`src/sprite_frames.hex`:
```
001F FFFF F800 F800 F800 F800 F81F F81F
F81F F800 FFE0 FFE0 FFE0 FFE0 F800 F81F
F800 FFE0 001F FFE0 FFE0 001F FFE0 F800
F800 FFE0 FFE0 8410 FFE0 FFE0 FFE0 F800
F800 FFE0 07E0 FFE0 FFE0 07E0 FFE0 F800
F800 FFE0 FFE0 07E0 07E0 FFE0 FFE0 F800
F81F F800 FFE0 FFE0 FFE0 FFE0 F800 F81F
F81F F81F F800 F800 F800 F800 F81F F81F
FFFF 001F F800 F800 F800 F800 F81F F81F
F81F F800 4A69 4A69 4A69 4A69 F800 F81F
F800 4A69 FFFF 4A69 4A69 FFFF 4A69 F800
F800 4A69 4A69 4A69 4A69 4A69 4A69 F800
F800 4A69 4A69 4A69 4A69 4A69 4A69 F800
F800 4A69 07E0 07E0 07E0 07E0 4A69 F800
F81F F800 4A69 4A69 4A69 4A69 F800 F81F
F81F F81F F800 F800 F800 F800 F81F F81F

```
`src/sprite_pkg.sv`:
```
// Sprite display shared definitions
package sprite_pkg;

    // Horizontal timing, 640x480 at 60 Hz
    localparam logic [9:0] h_visible    = 10'd640;
    localparam logic [9:0] h_front      = 10'd16;
    localparam logic [9:0] h_sync       = 10'd96;
    localparam logic [9:0] h_back       = 10'd48;
    localparam logic [9:0] h_total      = h_visible + h_front + h_sync + h_back;
    localparam logic [9:0] h_sync_start = h_visible + h_front;
    localparam logic [9:0] h_sync_end   = h_sync_start + h_sync;

    // Vertical timing in lines
    localparam logic [9:0] v_visible    = 10'd480;
    localparam logic [9:0] v_front      = 10'd10;
    localparam logic [9:0] v_sync       = 10'd2;
    localparam logic [9:0] v_back       = 10'd33;
    localparam logic [9:0] v_total      = v_visible + v_front + v_sync + v_back;
    localparam logic [9:0] v_sync_start = v_visible + v_front;
    localparam logic [9:0] v_sync_end   = v_sync_start + v_sync;

    // Sprite geometry
    localparam int sprite_w     = 8;
    localparam int sprite_h     = 8;
    localparam int sprite_scale = 4;
    localparam int num_frames   = 2;
    localparam int col_w        = $clog2(sprite_w);
    localparam int row_w        = $clog2(sprite_h);
    localparam int scale_shift  = $clog2(sprite_scale);

    localparam logic [9:0] scaled_w = 10'(sprite_w * sprite_scale);
    localparam logic [9:0] scaled_h = 10'(sprite_h * sprite_scale);
    // Centred vertically
    localparam logic [9:0] sprite_y = (v_visible - scaled_h) >> 1;
    // Rightmost position, also the wrap target
    localparam logic [9:0] x_start  = h_visible - scaled_w;

    // Video frames per animation frame
    localparam int anim_period = 8;
    localparam int anim_cnt_w  = $clog2(anim_period);

    // Sprite memory
    localparam int rom_addr_w = 7;
    localparam int rom_words  = num_frames * sprite_w * sprite_h;

    localparam logic [7:0]  bg_r            = 8'h88;
    localparam logic [7:0]  bg_g            = 8'hcc;
    localparam logic [7:0]  bg_b            = 8'h88;
    localparam logic [15:0] transparent_key = 16'hF81F;

    typedef struct packed {
        logic [9:0] hcount;
        logic [9:0] vcount;
        logic       de;
        logic       hsync;
        logic       vsync;
    } beam_t;

    typedef struct packed {
        logic [9:0] x;
        logic [9:0] y;
        logic       de;
        logic       hsync;
        logic       vsync;
        logic [7:0] r;
        logic [7:0] g;
        logic [7:0] b;
    } video_t;

    typedef enum logic {
        hold,
        step
    } motion_state_e;

endpackage

```
`src/raster_timing.sv`:
```
// VGA raster timing generator
`timescale 1ns/100ps

module raster_timing
    import sprite_pkg::*;
(
    input  logic  pix_clk,
    input  logic  rst_n,
    output beam_t beam,
    output logic  frame_end
);

    logic [9:0] h_cnt;
    logic [9:0] v_cnt;
    logic       h_last;
    logic       v_last;
    logic       h_in_sync;
    logic       v_in_sync;

    assign h_last = (h_cnt == h_total - 10'd1);
    assign v_last = (v_cnt == v_total - 10'd1);

    // Pixel and line counters
    always_ff @(posedge pix_clk) begin
        if (!rst_n) begin
            h_cnt <= '0;
            v_cnt <= '0;
        end else begin
            if (h_last) begin
                h_cnt <= '0;
                if (v_last) begin
                    v_cnt <= '0;
                end else begin
                    v_cnt <= v_cnt + 10'd1;
                end
            end else begin
                h_cnt <= h_cnt + 10'd1;
            end
        end
    end

    assign h_in_sync = (h_cnt >= h_sync_start) && (h_cnt < h_sync_end);
    assign v_in_sync = (v_cnt >= v_sync_start) && (v_cnt < v_sync_end);

    // Decode from the registered counts, sync active low
    always_comb begin
        beam.hcount = h_cnt;
        beam.vcount = v_cnt;
        beam.de     = (h_cnt < h_visible) && (v_cnt < v_visible);
        beam.hsync  = !h_in_sync;
        beam.vsync  = !v_in_sync;
    end

    // First clock of the first blanking line
    assign frame_end = (h_cnt == 10'd0) && (v_cnt == v_visible);

endmodule

```
`src/sprite_compositor.sv`:
```
// Sprite compositor
`timescale 1ns/100ps

module sprite_compositor
    import sprite_pkg::*;
(
    input  logic                  pix_clk,
    input  logic                  rst_n,
    input  beam_t                 beam,
    input  logic [9:0]            sprite_x,
    input  logic                  anim_frame,
    output logic [rom_addr_w-1:0] rom_addr,
    input  logic [15:0]           rom_data,
    output video_t                video_out
);

    logic [9:0]       x_end;
    logic [9:0]       y_end;
    logic [9:0]       x_off;
    logic [9:0]       y_off;
    logic             in_win_x;
    logic             in_win_y;
    logic             in_win;
    logic [col_w-1:0] col;
    logic [row_w-1:0] row;

    beam_t            beam_q;
    logic             in_win_q;

    logic [4:0]       r5;
    logic [5:0]       g6;
    logic [4:0]       b5;
    logic [7:0]       r8;
    logic [7:0]       g8;
    logic [7:0]       b8;
    logic             transparent;

    // Stage 1: window test and ROM address
    assign x_end    = sprite_x + scaled_w;
    assign y_end    = sprite_y + scaled_h;
    assign in_win_x = (beam.hcount >= sprite_x) && (beam.hcount < x_end);
    assign in_win_y = (beam.vcount >= sprite_y) && (beam.vcount < y_end);
    assign in_win   = in_win_x && in_win_y;

    assign x_off = beam.hcount - sprite_x;
    assign y_off = beam.vcount - sprite_y;

    // Each sprite pixel covers a scale x scale block
    assign col = x_off[scale_shift +: col_w];
    assign row = y_off[scale_shift +: row_w];

    assign rom_addr = in_win ? {anim_frame, row, col} : '0;

    // Beam travels alongside the ROM read
    always_ff @(posedge pix_clk) begin
        if (!rst_n) begin
            beam_q   <= '{hcount: '0, vcount: '0, de: 1'b0, hsync: 1'b1, vsync: 1'b1};
            in_win_q <= 1'b0;
        end else begin
            beam_q   <= beam;
            in_win_q <= in_win;
        end
    end

    // Stage 2: RGB565 to RGB888 by bit replication
    assign r5 = rom_data[15:11];
    assign g6 = rom_data[10:5];
    assign b5 = rom_data[4:0];

    assign r8 = {r5, r5[4:2]};
    assign g8 = {g6, g6[5:4]};
    assign b8 = {b5, b5[4:2]};

    assign transparent = (rom_data == transparent_key);

    always_ff @(posedge pix_clk) begin
        if (!rst_n) begin
            video_out.x     <= '0;
            video_out.y     <= '0;
            video_out.de    <= 1'b0;
            video_out.hsync <= 1'b1;
            video_out.vsync <= 1'b1;
            video_out.r     <= '0;
            video_out.g     <= '0;
            video_out.b     <= '0;
        end else begin
            video_out.x     <= beam_q.hcount;
            video_out.y     <= beam_q.vcount;
            video_out.de    <= beam_q.de;
            video_out.hsync <= beam_q.hsync;
            video_out.vsync <= beam_q.vsync;

            if (!beam_q.de) begin
                // Black during blanking
                video_out.r <= 8'h00;
                video_out.g <= 8'h00;
                video_out.b <= 8'h00;
            end else if (!in_win_q || transparent) begin
                video_out.r <= bg_r;
                video_out.g <= bg_g;
                video_out.b <= bg_b;
            end else begin
                video_out.r <= r8;
                video_out.g <= g8;
                video_out.b <= b8;
            end
        end
    end

endmodule

```
`src/sprite_display_top.sv`:
```
// VGA sprite display top level
`timescale 1ns/100ps

module sprite_display_top
    import sprite_pkg::*;
(
    input  logic   pix_clk,
    input  logic   rst_n,
    output video_t video_out
);

    beam_t                 beam;
    logic                  frame_end;
    logic [9:0]            sprite_x;
    logic                  anim_frame;
    logic [rom_addr_w-1:0] rom_addr;
    logic [15:0]           rom_data;

    raster_timing u_raster_timing (
        .pix_clk   (pix_clk),
        .rst_n     (rst_n),
        .beam      (beam),
        .frame_end (frame_end)
    );

    sprite_motion u_sprite_motion (
        .pix_clk    (pix_clk),
        .rst_n      (rst_n),
        .frame_end  (frame_end),
        .sprite_x   (sprite_x),
        .anim_frame (anim_frame)
    );

    sprite_rom u_sprite_rom (
        .pix_clk  (pix_clk),
        .rom_addr (rom_addr),
        .rom_data (rom_data)
    );

    // Two clocks from beam to pixel
    sprite_compositor u_sprite_compositor (
        .pix_clk    (pix_clk),
        .rst_n      (rst_n),
        .beam       (beam),
        .sprite_x   (sprite_x),
        .anim_frame (anim_frame),
        .rom_addr   (rom_addr),
        .rom_data   (rom_data),
        .video_out  (video_out)
    );

endmodule

```
`src/sprite_motion.sv`:
```
// Sprite position and animation control
`timescale 1ns/100ps

module sprite_motion
    import sprite_pkg::*;
(
    input  logic       pix_clk,
    input  logic       rst_n,
    input  logic       frame_end,
    output logic [9:0] sprite_x,
    output logic       anim_frame
);

    motion_state_e         state;
    logic [anim_cnt_w-1:0] anim_cnt;
    logic                  anim_wrap;

    assign anim_wrap = (anim_cnt == anim_cnt_w'(anim_period - 1));

    // Waits for the end of each frame, then takes one step
    always_ff @(posedge pix_clk) begin
        if (!rst_n) begin
            state      <= hold;
            sprite_x   <= x_start;
            anim_frame <= 1'b0;
            anim_cnt   <= '0;
        end else begin
            case (state)
                hold: begin
                    if (frame_end) begin
                        state <= step;
                    end
                end
                step: begin
                    state <= hold;

                    // One pixel left per frame, wrap at the left edge
                    if (sprite_x == 10'd0) begin
                        sprite_x <= x_start;
                    end else begin
                        sprite_x <= sprite_x - 10'd1;
                    end

                    if (anim_wrap) begin
                        anim_cnt   <= '0;
                        anim_frame <= ~anim_frame;
                    end else begin
                        anim_cnt <= anim_cnt + 1'b1;
                    end
                end
            endcase
        end
    end

endmodule

```
`src/sprite_rom.sv`:
```
// RGB565 sprite ROM
`timescale 1ns/100ps

module sprite_rom
    import sprite_pkg::*;
(
    input  logic                  pix_clk,
    input  logic [rom_addr_w-1:0] rom_addr,
    output logic [15:0]           rom_data
);

    // Frame 0 in the low half, frame 1 in the high half
    logic [15:0] mem [rom_words];

    initial begin
        $readmemh("/design/src/sprite_frames.hex", mem);
    end

    // Registered read, one clock of latency
    always_ff @(posedge pix_clk) begin
        rom_data <= mem[rom_addr];
    end

endmodule

```
`config.mk`:
```
export PLATFORM = sky130hd
export DESIGN_NAME = sprite_display_top
export DESIGN_NICKNAME = d
export VERILOG_FILES = /design/src/sprite_pkg.sv /design/src/raster_timing.sv /design/src/sprite_compositor.sv /design/src/sprite_display_top.sv /design/src/sprite_motion.sv /design/src/sprite_rom.sv
export SDC_FILE = /design/constraint.sdc
export NUM_CORES = 1
export LEC_CHECK = 0
export BUFFER_PORTS_ARGS = -buffer_cell sky130_fd_sc_hd__buf_2
export CAP_MARGIN = 20
export CELL_PAD_IN_SITES_DETAIL_PLACEMENT = 1
export CELL_PAD_IN_SITES_GLOBAL_PLACEMENT = 1
export CORE_UTILIZATION = 40
export CTS_BUF_LIST = sky130_fd_sc_hd__clkbuf_8
export DETAILED_ROUTE_END_ITERATION = 16
export PLACE_DENSITY_LB_ADDON = 0.1
export SYNTH_ARGS = -nofsm -noshare
export SYNTH_HDL_FRONTEND = slang
export SYNTH_HIERARCHICAL = 1
export SYNTH_SLANG_ARGS = --single-unit
```
`constraint.sdc`:
```
create_clock -name pix_clk -period 2.55 [get_ports pix_clk]
set_input_delay 0.51 -clock pix_clk [delete_from_list [all_inputs] [get_ports pix_clk]]
set_output_delay 0.51 -clock pix_clk [all_outputs]
set_load 0.02 [all_outputs]
```
==> results of run 1 <==
## flip-flops by register name, indices dropped and copies added, names as in the netlist
signal	flops
u_sprite_motion/state	1
u_raster_timing/h_cnt	10
u_sprite_compositor/in_win_q	1
u_sprite_motion/sprite_x	10
u_sprite_compositor/beam_q	23
u_raster_timing/v_cnt	10
u_sprite_compositor/video_out	43
## power groups by stage
stage | sequential [mW] | clock (mW) | combinational, mW
2_1_floorplan | 1.60 | 0 | 0.0692
5_1_grt | 1.56 | 1.13 | 0.111
3_3_place_gp | 1.59 | 0 | 0.0962
6_report | 1.55 | 1.03 | 0.0973
3_5_place_dp | 1.59 | 0 | 0.0967
4_1_cts | 1.55 | 1.07 | 0.0971
## stage by stage
stage / worst slack, ps / hold WS [ps]
final: 223 / 414
after global routing: 55.5 / 448
after CTS: 207 / 418
after detailed placement: 232 / 395
after global placement: 323 / 398
after floorplan: 446 / 386
## placed cells by master, fill, tap and decap left out, drive strengths merged, types with 2 or more instances in the layout
master	instances
dfxtp	98
buf	58
and2	55
nor2	35
inv	26
ha	22
nand2	19
conb	16
nand3	14
o21ai	12
xnor2	11
nand4	10
clkbuf	9
a21oi	9
xor2	8
nand2b	8
nor4	7
nor3	6
and3	5
or3	4
a21boi	4
and4	4
nor4bb	3
a21o	3
or4	3
clkinvlp	2
o211ai	2
o41ai	2
nand4b	2
nand3b	2
## critical path, stage by stage (launching register included)
cell	delay (ps)
sky130_fd_sc_hd__dfxtp_1	490
sky130_fd_sc_hd__ha_1	240
sky130_fd_sc_hd__nand3_1	110
sky130_fd_sc_hd__xnor2_1	150
sky130_fd_sc_hd__ha_1	310
sky130_fd_sc_hd__a2111oi_2	360
sky130_fd_sc_hd__o21ai_1	130
sky130_fd_sc_hd__a211o_4	270
sky130_fd_sc_hd__nor3b_1	190
## area by class of cell
class	instances	share of cell area
well taps	133	0.0361
inverters	22	0.0179
multi-input cells	284	0.408
clock inverters	7	0.0168
clock buffers	9	0.0269
repair buffers	58	0.0684
flip-flops and latches	98	0.426
## how the worst max path moves through the flow
stage	from	endpoint	depth (start not counted)
2_1_floorplan	u_sprite_motion/sprite_x[6]	u_sprite_compositor/in_win_q	8
3_3_place_gp	u_sprite_motion/sprite_x[5]	u_sprite_compositor/in_win_q	8
3_5_place_dp	u_sprite_motion/sprite_x[6]	u_sprite_compositor/in_win_q	8
4_1_cts	u_sprite_motion/sprite_x[6]	u_sprite_compositor/in_win_q	8
5_1_grt	u_sprite_motion/sprite_x[5]	u_sprite_compositor/in_win_q	8
6_report	u_sprite_motion/sprite_x[6]	u_sprite_compositor/in_win_q	8
## routing by layer
| layer | routed length (µm) | track usage | share of wire |
|---|---|---|---|
| met5 | 0 | 0 | 0 |
| met4 | 124 | 0.0683 | 0.015 |
| met3 | 227 | 0.0244 | 0.027 |
| met2 | 3760 | 0.279 | 0.44 |
| met1 | 4360 | 0.243 | 0.51 |
==> Implementation_results.wiki, run 1 <==
{| class="wikitable"
! Metric !! Value
|-
| Final core area utilization || 0.469
|-
| Max Clock Skew || 14.3 ps
|-
| Wire length of the first global-routing pass || 14200 µm
|-
| Clk network pwr share || 0.385
|-
| DRT Pass-1 Iters || 4
|-
| Vias in the first global route || 2919
|-
| Count of yosys warnings during synthesis || 6
|-
| Part of the power in registers || 0.579
|-
| Core Region || 9820 µm²
|-
| Number of buffers inserted by post-CTS setup repair || 0
|-
| Library cell used as clock root buffer || sky130_fd_sc_hd__clkbuf_8
|-
| Dpl cell area || 4410 µm²
|-
| PostCTS Resize Cnt || 0
|-
| Share of the cycle needed by the critical path after routing || 0.912
|-
| Placed wire-length estimate after detailed placement || 6190 µm
|-
| HP Class || flop to flop
|-
| Layout-stage area growth over the synthesis result || 13.2%
|-
| Number of H-tree levels || 3
|-
| CP Launch Type || flop
|-
| Finished Layout Cells || 611
|-
| Iteration-0 DRC Markers || 77
|-
| Overall overflow remaining after global route || 0
|-
| Crit path capture type || flop
|-
| Required @ worst endpoint || 2830 ps
|-
| Largest fanout on the critical path || 8
|-
| TritonCTS clock tree || yes
|-
| Reg-to-reg critical path startpoint || u_sprite_motion/sprite_x[6]
|-
| Clk Latency, worst-skew pair || 360 ps
|-
| Power density over the cells || 583 nW/µm²
|-
| Total of endpoints with negative setup slack in the final report || 0
|-
| Count of hold buffers inserted by post-cts repair || 0
|-
| Die boundary width || 103 µm
|-
| Total Power || 2.69 mW
|-
| Switching component of the power || 0.642 mW
|-
| Result of the run || complete, no violations
|-
| Sum of negative setup slack || 0 ps
|-
| DRT Wirelength || 8480 µm
|-
| Clock sink count || 98
|-
| Number of remaining DRC errors || 0
|-
| GRT Util Overall || 0.176
|-
| Final Hold Violating Endpoints || 0
|-
| Die outline height || 103 µm
|-
| Int Power || 2.04 mW
|-
| Routed len/inst || 13.9 µm
|-
| Maximum buffer depth of the clock tree || 2
|-
| Post-synthesis cell area || 4070 µm²
|-
| Setup repair after global routing missed its margin || no
|-
| Fill cell instance count of the final layout || 1172
|-
| Static Leakage || 1.99 nW
|-
| Min Tclk post-route || 2330 ps
|-
| Worst Hold End || u_sprite_compositor/video_out[25]
|-
| Top achievable clock speed || 0.430 GHz
|-
| Capture point of the worst reg-to-reg path || u_sprite_compositor/in_win_q
|-
| # port buffers || 48
|-
| Fraction of final layout cells sized beyond drive strength 1 || 0.178
|-
| Register clock-pin slew on the reported worst setup and hold paths || 100 ps
|-
| Pin count of the biggest net entering global routing || 34
|-
| Worst voltage drop across the vdd grid || 0.225 mV
|-
| Area of all placed cells without fillers || 4610 µm²
|-
| Combinational power share || 0.036
|-
| Arr. time, crit path || 2610 ps
|-
| Number of top-level pins || 49
|-
| Start point of the worst hold path || u_sprite_compositor/beam_q[1]
|-
| Worst Hold Depth || 1
|-
| Crit Path Category || flop to flop
|-
| R2R Setup Slk || 220 ps
|-
| Final weighted congestion in routability-driven placement || 0.780
|-
| Instance count of the mapped netlist || 422
|-
| Initial cell density of the core || 0.415
|-
| Pins over their slew limit || 0
|-
| Mean post-synth cell area || 9.64 µm²
|-
| Placed instance count || 595
|-
| Count of antenna diodes in the layout || 0
|-
| Antenna violations before repair || 0
|-
| Die Footprint || 10600 µm²
|-
| Multi-input logic area || 1880 µm²
|-
| Register-to-Register Path Depth || 8
|-
| Rows || 36
|-
| Area of all sequential standard cells || 1960 µm²
|-
| Post-route antenna net violation count || 0
|-
| Switching Share || 0.239
|-
| Maximum Capacitance Violations || 0
|-
| Number of buffers created by CTS || 9
|-
| Routed via count || 2923
|-
| Nets@finish || 497
|-
| Mean number of vias per cell || 4.78
|}
(Power assumes the default switching activity.)
==> run 2, diff against run 1 <==
PLACE_DENSITY = 0.81   (was default)
PLACE_DENSITY_LB_ADDON = default   (was 0.1)
==> Implementation_results.wiki, run 2 (same netlist as run 1, synthesis figures left out) <==
{| class="wikitable"
! Metric !! Value
|-
| Die boundary width || 103 µm (unchanged)
|-
| Clock sink count || 98 (unchanged)
|-
| Met2 Track Usage GR || 0.297 (was 0.279)
|-
| Busiest metal layer after global routing || met2 (unchanged)
|-
| Register clock-pin slew on the reported worst setup and hold paths || 90 ps (was 100 ps)
|-
| Capture point of the worst reg-to-reg path || u_sprite_compositor/in_win_q (unchanged)
|-
| Antenna violations before repair || 0 (unchanged)
|-
| Most flops, register || u_sprite_compositor/video_out (unchanged)
|-
| Number of buffers created by CTS || 9 (unchanged)
|-
| Rows || 36 (unchanged)
|-
| PostCTS Resize Cnt || 0 (unchanged)
|-
| Switching component of the power || 0.604 mW (was 0.642 mW)
|-
| Post-place setup slack || 248 ps (was 232 ps)
|-
| Clk Latency, worst-skew pair || 360 ps (about the same)
|-
| R2R Setup Slk || 230 ps (was 220 ps)
|-
| Start point of the worst hold path || u_sprite_compositor/beam_q[1] (unchanged)
|-
| Registers with the most flip-flops || u_sprite_compositor/video_out x43, u_sprite_compositor/beam_q x23 (unchanged)
|-
| Pin count of the biggest net entering global routing || 48 (was 34)
|-
| Setup repair after global routing missed its margin || no (unchanged)
|-
| Final Hold Violating Endpoints || 0 (unchanged)
|-
| Arr. time, crit path || 2600 ps (was 2610 ps)
|-
| Wire length of the first global-routing pass || 14100 µm (was 14200 µm)
|-
| Number of top-level pins || 49 (unchanged)
|-
| Power density over the cells || 573 nW/µm² (was 583 nW/µm²)
|-
| Number of H-tree levels || 3 (unchanged)
|-
| HP Class || flop to flop (unchanged)
|-
| Dpl cell area || 4380 µm² (was 4410 µm²)
|-
| Reg-to-reg critical path startpoint || u_sprite_motion/sprite_x[5] (was u_sprite_motion/sprite_x[6])
|-
| Worst Hold Depth || 1 (unchanged)
|-
| Initial cell density of the core || 0.415 (unchanged)
|-
| GRT Util Overall || 0.174 (was 0.176)
|-
| Maximum buffer depth of the clock tree || 2 (unchanged)
|-
| Crit Path Category || flop to flop (unchanged)
|-
| Vias in the first global route || 2941 (was 2919)
|-
| Area of all placed cells without fillers || 4580 µm² (was 4610 µm²)
|-
| Clk network pwr share || 0.371 (was 0.385)
|-
| Nets@finish || 494 (was 497)
|-
| Combinational power share || 0.037 (was 0.036)
|-
| Number of remaining DRC errors || 0 (unchanged)
|-
| Worst voltage drop across the vdd grid || 0.209 mV (was 0.225 mV)
|-
| CP Launch Type || flop (unchanged)
|-
| Die outline height || 103 µm (unchanged)
|-
| DRT Pass-1 Iters || 4 (unchanged)
|-
| Int Power || 2.02 mW (was 2.04 mW)
|-
| Worst Hold End || u_sprite_compositor/video_out[25] (unchanged)
|-
| Sum of negative setup slack || 0 ps (unchanged)
|-
| Count of hold buffers inserted by post-cts repair || 0 (unchanged)
|-
| Min Tclk post-route || 2320 ps (was 2330 ps)
|-
| Flip-flop count of the largest register after layout || 43 (unchanged)
|-
| Overall overflow remaining after global route || 0 (unchanged)
|-
| Core Region || 9820 µm² (unchanged)
|-
| Maximum Capacitance Violations || 0 (unchanged)
|-
| Crit path capture type || flop (unchanged)
|-
| Total Power || 2.62 mW (was 2.69 mW)
|-
| Routed len/inst || 13.8 µm (was 13.9 µm)
|-
| TritonCTS clock tree || yes (unchanged)
|-
| Layout-stage area growth over the synthesis result || 12.5% (was 13.2%)
|-
| Max Clock Skew || 5.69 ps (was 14.3 ps)
|-
| Routed via count || 2988 (was 2923)
|-
| Number of buffers inserted by post-CTS setup repair || 0 (unchanged)
|-
| Die Footprint || 10600 µm² (unchanged)
|-
| Final worst setup slack || 235 ps (was 223 ps)
|-
| Part of the power in registers || 0.592 (was 0.579)
|-
| Largest fanout on the critical path || 8 (unchanged)
|-
| Iteration-0 DRC Markers || 99 (was 77)
|-
| Met3 GRT Util || 0.0339 (was 0.0244)
|-
| Hold Slack || 425 ps (was 414 ps)
|-
| Count of antenna diodes in the layout || 0 (unchanged)
|-
| # port buffers || 48 (unchanged)
|-
| Mean number of vias per cell || 4.91 (was 4.78)
|-
| Top achievable clock speed || 0.432 GHz (was 0.430 GHz)
|-
| Final weighted congestion in routability-driven placement || 0.836 (was 0.780)
|-
| Commonest cells after routing, fill and taps aside || 98 x sky130_fd_sc_hd__dfxtp_1, 55 x sky130_fd_sc_hd__and2_1, 48 x sky130_fd_sc_hd__buf_2 (unchanged)
|-
| Library cell used as clock root buffer || sky130_fd_sc_hd__clkbuf_8 (unchanged)
|-
| Fraction of final layout cells sized beyond drive strength 1 || 0.175 (was 0.178)
|-
| Pins over their slew limit || 0 (unchanged)
|-
| Share of the cycle needed by the critical path after routing || 0.908 (was 0.912)
|-
| Result of the run || complete, no violations (unchanged)
|-
| Static Leakage || 1.98 nW (was 1.99 nW)
|-
| Required @ worst endpoint || 2830 ps (about the same)
|-
| Switching Share || 0.230 (was 0.239)
|-
| DRT Wirelength || 8410 µm (was 8480 µm)
|-
| Most frequent standard cell in the layout excluding fill and tap cells || sky130_fd_sc_hd__dfxtp_1 (unchanged)
|-
| Register-to-Register Path Depth || 8 (unchanged)
|-
| Met1 Resource Use GR || 0.213 (was 0.243)
|-
| Post-route antenna net violation count || 0 (unchanged)
|-
| Total of endpoints with negative setup slack in the final report || 0 (unchanged)
|-
| Placed wire-length estimate after detailed placement || 6010 µm (was 6190 µm)
|}
## run 2: cell count changes in the layout (fill, tap and decap cells not counted)
cell	previous run	this run
sky130_fd_sc_hd__buf_4	10	7
sky130_fd_sc_hd__bufinv_16	1	0
sky130_fd_sc_hd__clkbuf_8	9	12
sky130_fd_sc_hd__clkinv_2	0	1
sky130_fd_sc_hd__clkinv_4	0	1
sky130_fd_sc_hd__clkinvlp_4	2	0
sky130_fd_sc_hd__inv_1	23	22
sky130_fd_sc_hd__inv_8	1	0
## run 2: power groups by stage
stage | Combinational [mW] | Clock [mW] | Sequential, mW
finish | 0.0972 | 0.974 | 1.55
global placement | 0.0915 | 0 | 1.59
CTS | 0.0952 | 1.00 | 1.55
floorplan | 0.0692 | 0 | 1.60
global route | 0.109 | 1.08 | 1.56
detailed placement | 0.0944 | 0 | 1.59
## run 2: worst max path at each step
| stage | from | endpoint | slack (ps) |
|---|---|---|---|
| after detailed placement | u_sprite_motion/sprite_x[5] | u_sprite_compositor/in_win_q | 250 |
| after global routing | u_sprite_motion/sprite_x[5] | u_sprite_compositor/in_win_q | 30 |
| after floorplan | u_sprite_motion/sprite_x[6] | u_sprite_compositor/in_win_q | 450 |
| after CTS | u_sprite_motion/sprite_x[5] | u_sprite_compositor/in_win_q | 230 |
| after global placement | u_sprite_motion/sprite_x[5] | u_sprite_compositor/in_win_q | 320 |
| final | u_sprite_motion/sprite_x[5] | u_sprite_compositor/in_win_q | 230 |
## run 2: final cells by class
cell class                      count  area, µm²
Timing Repair Buffer               55        293
Tap cell                          133        166
Inverter                           22       82.6
Multi-Input combinational cell    284       1880
Clock inverter                      4       31.3
Fill cell                        1172       5240
Clock buffer                       12        165
Sequential cell                    98       1960
## run 2: critical path, cell delays in order (launching register included)
cell and delay, ps:
sky130_fd_sc_hd__dfxtp_1 490, sky130_fd_sc_hd__ha_1 240, sky130_fd_sc_hd__nand3_1 110, sky130_fd_sc_hd__xnor2_1 160, sky130_fd_sc_hd__ha_1 320, sky130_fd_sc_hd__a2111oi_2 350
sky130_fd_sc_hd__o21ai_1 130, sky130_fd_sc_hd__a211o_4 270, sky130_fd_sc_hd__nor3b_1 170
## run 2: per-stage QoR
stage	util	std cells
6_report	0.466	608
2_1_floorplan	-	437
3_3_place_gp	0.446	592
5_1_grt	0.466	608
4_1_cts	0.466	608
3_5_place_dp	0.446	592
## run 2: per-layer routing
layer / part of all wire / up-vias / routed length, µm
li1: - / 1491 / -
met1: 0.46 / 1425 / 3840
met2: 0.50 / 64 / 4190
met3: 0.030 / 8 / 254
met4: 0.014 / 0 / 118
met5: 0 / - / 0
==> run 3, diff against run 2 <==
PLACE_DENSITY = 0.85   (was 0.81)
RECOVER_POWER = 50   (was default)
SYNTH_HIERARCHICAL = default   (was 1)
==> Implementation_results.wiki, run 3 <==
{| class="wikitable"
! Metric !! Value
|-
| Result of the run || complete, no violations (unchanged)
|-
| Max-slew headroom || 0.371
|-
| DRT Pass-1 Iters || 6 (was 4)
|-
| Critical path cell sequence || ha_1 > nand4_4 > or3_1 > or4_4 > a21oi_2 (was ha_1 > nand3_1 > xnor2_1 > ha_1 > a2111oi_2 > o21ai_1 > a211o_4 > nor3b_1)
|-
| Layout-stage area growth over the synthesis result || 11.6% (was 12.5%)
|-
| Core Region || 5920 µm² (was 9820 µm²)
|-
| Maximum buffer depth of the clock tree || 2 (unchanged)
|-
| Crit-path leading delay family || simple AND/OR/NAND/NOR gates (was compound AO/OA/AOI/OAI gates)
|-
| Count of yosys warnings during synthesis || 0 (was 6)
|-
| Pin count of the biggest net entering global routing || 34 (was 48)
|-
| Actual transition at the worst max-transition pin || 943 ps
|-
| Rows || 28 (was 36)
|-
| Number of H-tree levels || 3 (unchanged)
|-
| Sum of negative setup slack || 0 ps (unchanged)
|-
| Power density over the cells || 737 nW/µm² (was 573 nW/µm²)
|-
| Clock sink count || 67 (was 98)
|-
| Die outline height || 80.5 µm (was 103 µm)
|-
| Arr. time, crit path || 2340 ps (was 2600 ps)
|-
| Final weighted congestion in routability-driven placement || 0.788 (was 0.836)
|-
| Vias in the first global route || 1615 (was 2941)
|-
| Fraction of registers with async set or reset after synthesis || 0
|-
| TritonCTS clock tree || yes (unchanged)
|-
| Number of remaining DRC errors || 0 (unchanged)
|-
| Commonest cells after routing, fill and taps aside || 67 x sky130_fd_sc_hd__dfxtp_1, 31 x sky130_fd_sc_hd__buf_2, 26 x sky130_fd_sc_hd__and2_0 (was 98 x sky130_fd_sc_hd__dfxtp_1, 55 x sky130_fd_sc_hd__and2_1, 48 x sky130_fd_sc_hd__buf_2)
|-
| Most area-hungry cell type in the Yosys netlist || sky130_fd_sc_hd__dfxtp_1
|-
| DRT Wirelength || 4650 µm (was 8410 µm)
|-
| Registers with the most flip-flops || u_sprite_compositor.video_out x24, u_sprite_compositor.beam_q x23 (was u_sprite_compositor/video_out x43, u_sprite_compositor/beam_q x23)
|-
| Timing startpoint of the critical path || u_raster_timing.h_cnt[0] (was u_sprite_motion/sprite_x[5])
|-
| Routed len/inst || 13.3 µm (was 13.8 µm)
|-
| Area contributors post-synth || sky130_fd_sc_hd__dfxtp_1 54%, sky130_fd_sc_hd__and2_1 9.1%, sky130_fd_sc_hd__buf_4 7.6%
|-
| Number of top-level pins || 49 (unchanged)
|-
| Pins over their slew limit || 0 (unchanged)
|-
| Number of flip-flops and latches in the synthesized netlist || 67
|-
| CP Launch Type || flop (unchanged)
|-
| Crit path capture type || flop (unchanged)
|-
| Instance count of the mapped netlist || 242 (was 422)
|-
| Largest fanout on the critical path || 9 (was 8)
|-
| Final Hold Violating Endpoints || 0 (unchanged)
|-
| Placed wire-length estimate after detailed placement || 3030 µm (was 6010 µm)
|-
| Min Tclk post-route || 2050 ps (was 2320 ps)
|-
| Register clock-pin slew on the reported worst setup and hold paths || 70 ps (was 90 ps)
|-
| Number of buffers created by CTS || 9 (unchanged)
|-
| # port buffers || 32 (was 48)
|-
| Count of hold buffers inserted by post-cts repair || 0 (unchanged)
|-
| Post-synthesis cell area || 2470 µm² (was 4070 µm²)
|-
| Worst Hold Depth || 1 (unchanged)
|-
| Sequential share of the synthesized area || 0.544
|-
| Count of flip-flops with a built-in enable after synthesis || 0
|-
| GRT Util Overall || 0.166 (was 0.174)
|-
| Crit Path Category || flop to flop (unchanged)
|-
| Required @ worst endpoint || 2840 ps (was 2830 ps)
|-
| Share of the cycle needed by the critical path after routing || 0.804 (was 0.908)
|-
| Unique masters post-synth || 38
|-
| Most numerous cell types in the synthesized netlist || 67 x sky130_fd_sc_hd__dfxtp_1, 36 x sky130_fd_sc_hd__and2_1, 25 x sky130_fd_sc_hd__buf_4
|-
| Top achievable clock speed || 0.488 GHz (was 0.432 GHz)
|-
| Total of endpoints with negative setup slack in the final report || 0 (unchanged)
|-
| Total Power || 2.03 mW (was 2.62 mW)
|-
| Main flop type after synthesis || sky130_fd_sc_hd__dfxtp_1
|-
| Portion of synthesized cell area occupied by the leading cell type || 0.544
|-
| Wire length of the first global-routing pass || 7760 µm (was 14100 µm)
|-
| Start point of the worst hold path || u_sprite_compositor.beam_q[1] (was u_sprite_compositor/beam_q[1])
|-
| Die boundary width || 80.5 µm (was 103 µm)
|-
| Mean post-synth cell area || 10.2 µm² (was 9.64 µm²)
|-
| Flip-flop count of the largest register after layout || 24 (was 43)
|-
| Initial cell density of the core || 0.417 (was 0.415)
|-
| Die Footprint || 6490 µm² (was 10600 µm²)
|-
| PostCTS Resize Cnt || 0 (unchanged)
|-
| Slowest Stage Delay on Critical Path || 540 ps (was 490 ps)
|-
| Nets@finish || 275 (was 494)
|-
| Most flops, register || u_sprite_compositor.video_out (was u_sprite_compositor/video_out)
|-
| Static Leakage || 1.15 nW (was 1.98 nW)
|-
| Most frequently used cell type in the post-synthesis netlist || sky130_fd_sc_hd__dfxtp_1
|-
| HP Class || flop to flop (unchanged)
|-
| Worst voltage drop across the vdd grid || 0.364 mV (was 0.209 mV)
|-
| Number of buffers inserted by post-CTS setup repair || 0 (unchanged)
|-
| Mean number of vias per cell || 4.69 (was 4.91)
|-
| Post-route antenna net violation count || 0 (unchanged)
|-
| Count of antenna diodes in the layout || 0 (unchanged)
|-
| Antenna violations before repair || 0 (unchanged)
|-
| Library cell used as clock root buffer || sky130_fd_sc_hd__clkbuf_8 (unchanged)
|-
| Most frequent standard cell in the layout excluding fill and tap cells || sky130_fd_sc_hd__dfxtp_1 (unchanged)
|-
| Overall overflow remaining after global route || 0 (unchanged)
|-
| Clk Latency, worst-skew pair || 350 ps (was 360 ps)
|-
| Routed via count || 1638 (was 2988)
|-
| Max Clock Skew || 5.59 ps (was 5.69 ps)
|-
| Logic depth of the worst path, buffers included || 5 (was 8)
|-
| Maximum Capacitance Violations || 0 (unchanged)
|-
| Fraction of final layout cells sized beyond drive strength 1 || 0.208 (was 0.175)
|-
| Bufs and invs on worst path || 0 (unchanged)
|-
| CP max-delay cell || sky130_fd_sc_hd__or4_4 (was sky130_fd_sc_hd__dfxtp_1)
|-
| Setup repair after global routing missed its margin || no (unchanged)
|-
| Register-to-Register Path Depth || 5 (was 8)
|-
| Reg-to-reg critical path startpoint || u_raster_timing.h_cnt[0] (was u_sprite_motion/sprite_x[5])
|-
| Iteration-0 DRC Markers || 48 (was 99)
|}
-- run 3: metal layers --
metal | vias to the layer above | wire length, µm | GRT usage | share of wire
li1 | 803 | - | - | -
met1 | 783 | 1980 | 0.181 | 0.43
met2 | 43 | 2390 | 0.286 | 0.51
met3 | 9 | 191 | 0.0273 | 0.041
met4 | 0 | 85 | 0.123 | 0.018
met5 | - | 0 | 0 | 0
-- run 3: layout make-up --
cell class              instances  area, µm²
fillers                       675       3170
flip-flops and latches         67       1340
multi-input cells             150        922
repair buffers                 33        163
clock buffers                  11        151
well taps                      75       93.8
clock inverters                 5       52.6
inverters                       8       30.0
-- run 3: cell families after synthesis --
| family | Yosys count | synth area share |
|---|---|---|
| buffers and inverters | 40 | 0.105 |
| adders and majority gates | 4 | 0.0203 |
| and+or+nand+nor | 105 | 0.252 |
| DFF | 67 | 0.544 |
| other | 1 | 0.00152 |
| muxes | 1 | 0.00406 |
| AOI/OAI and AO/OA | 13 | 0.0345 |
| xor gates and xnor gates | 11 | 0.0390 |
-- run 3: final timing paths --
path / slack [ps] / end
worst max-delay path: 500 / u_raster_timing.v_cnt[6]
worst min-delay path: 410 / u_sprite_compositor.video_out[25]
worst max register to register: 500 / u_raster_timing.v_cnt[6]
worst min register to register: 410 / u_sprite_compositor.video_out[25]
-- run 3: stage by stage --
| step | hold slack, ps | cell area (µm²) | std cells | util | worst slack, ps |
|---|---|---|---|---|---|
| 6_report | 410 | 2750 | 349 | 0.465 | 500 |
| 5_1_grt | 441 | 2750 | 349 | 0.465 | 385 |
| 4_1_cts | 414 | 2760 | 349 | 0.466 | 498 |
| 3_5_place_dp | 396 | 2550 | 333 | 0.432 | 537 |
| 3_3_place_gp | 394 | 2550 | 333 | 0.432 | 610 |
| 2_1_floorplan | 386 | 2520 | 257 | - | 627 |
-- run 3: power by group --
| part | switching [mW] | total [mW] | internal, mW | leakage (nW) |
|---|---|---|---|---|
| clock network | 0.394 | 0.893 | 0.499 | 0.110 |
| logic | 0.0563 | 0.0711 | 0.0148 | 0.497 |
| registers | 0.00832 | 1.06 | 1.06 | 0.542 |
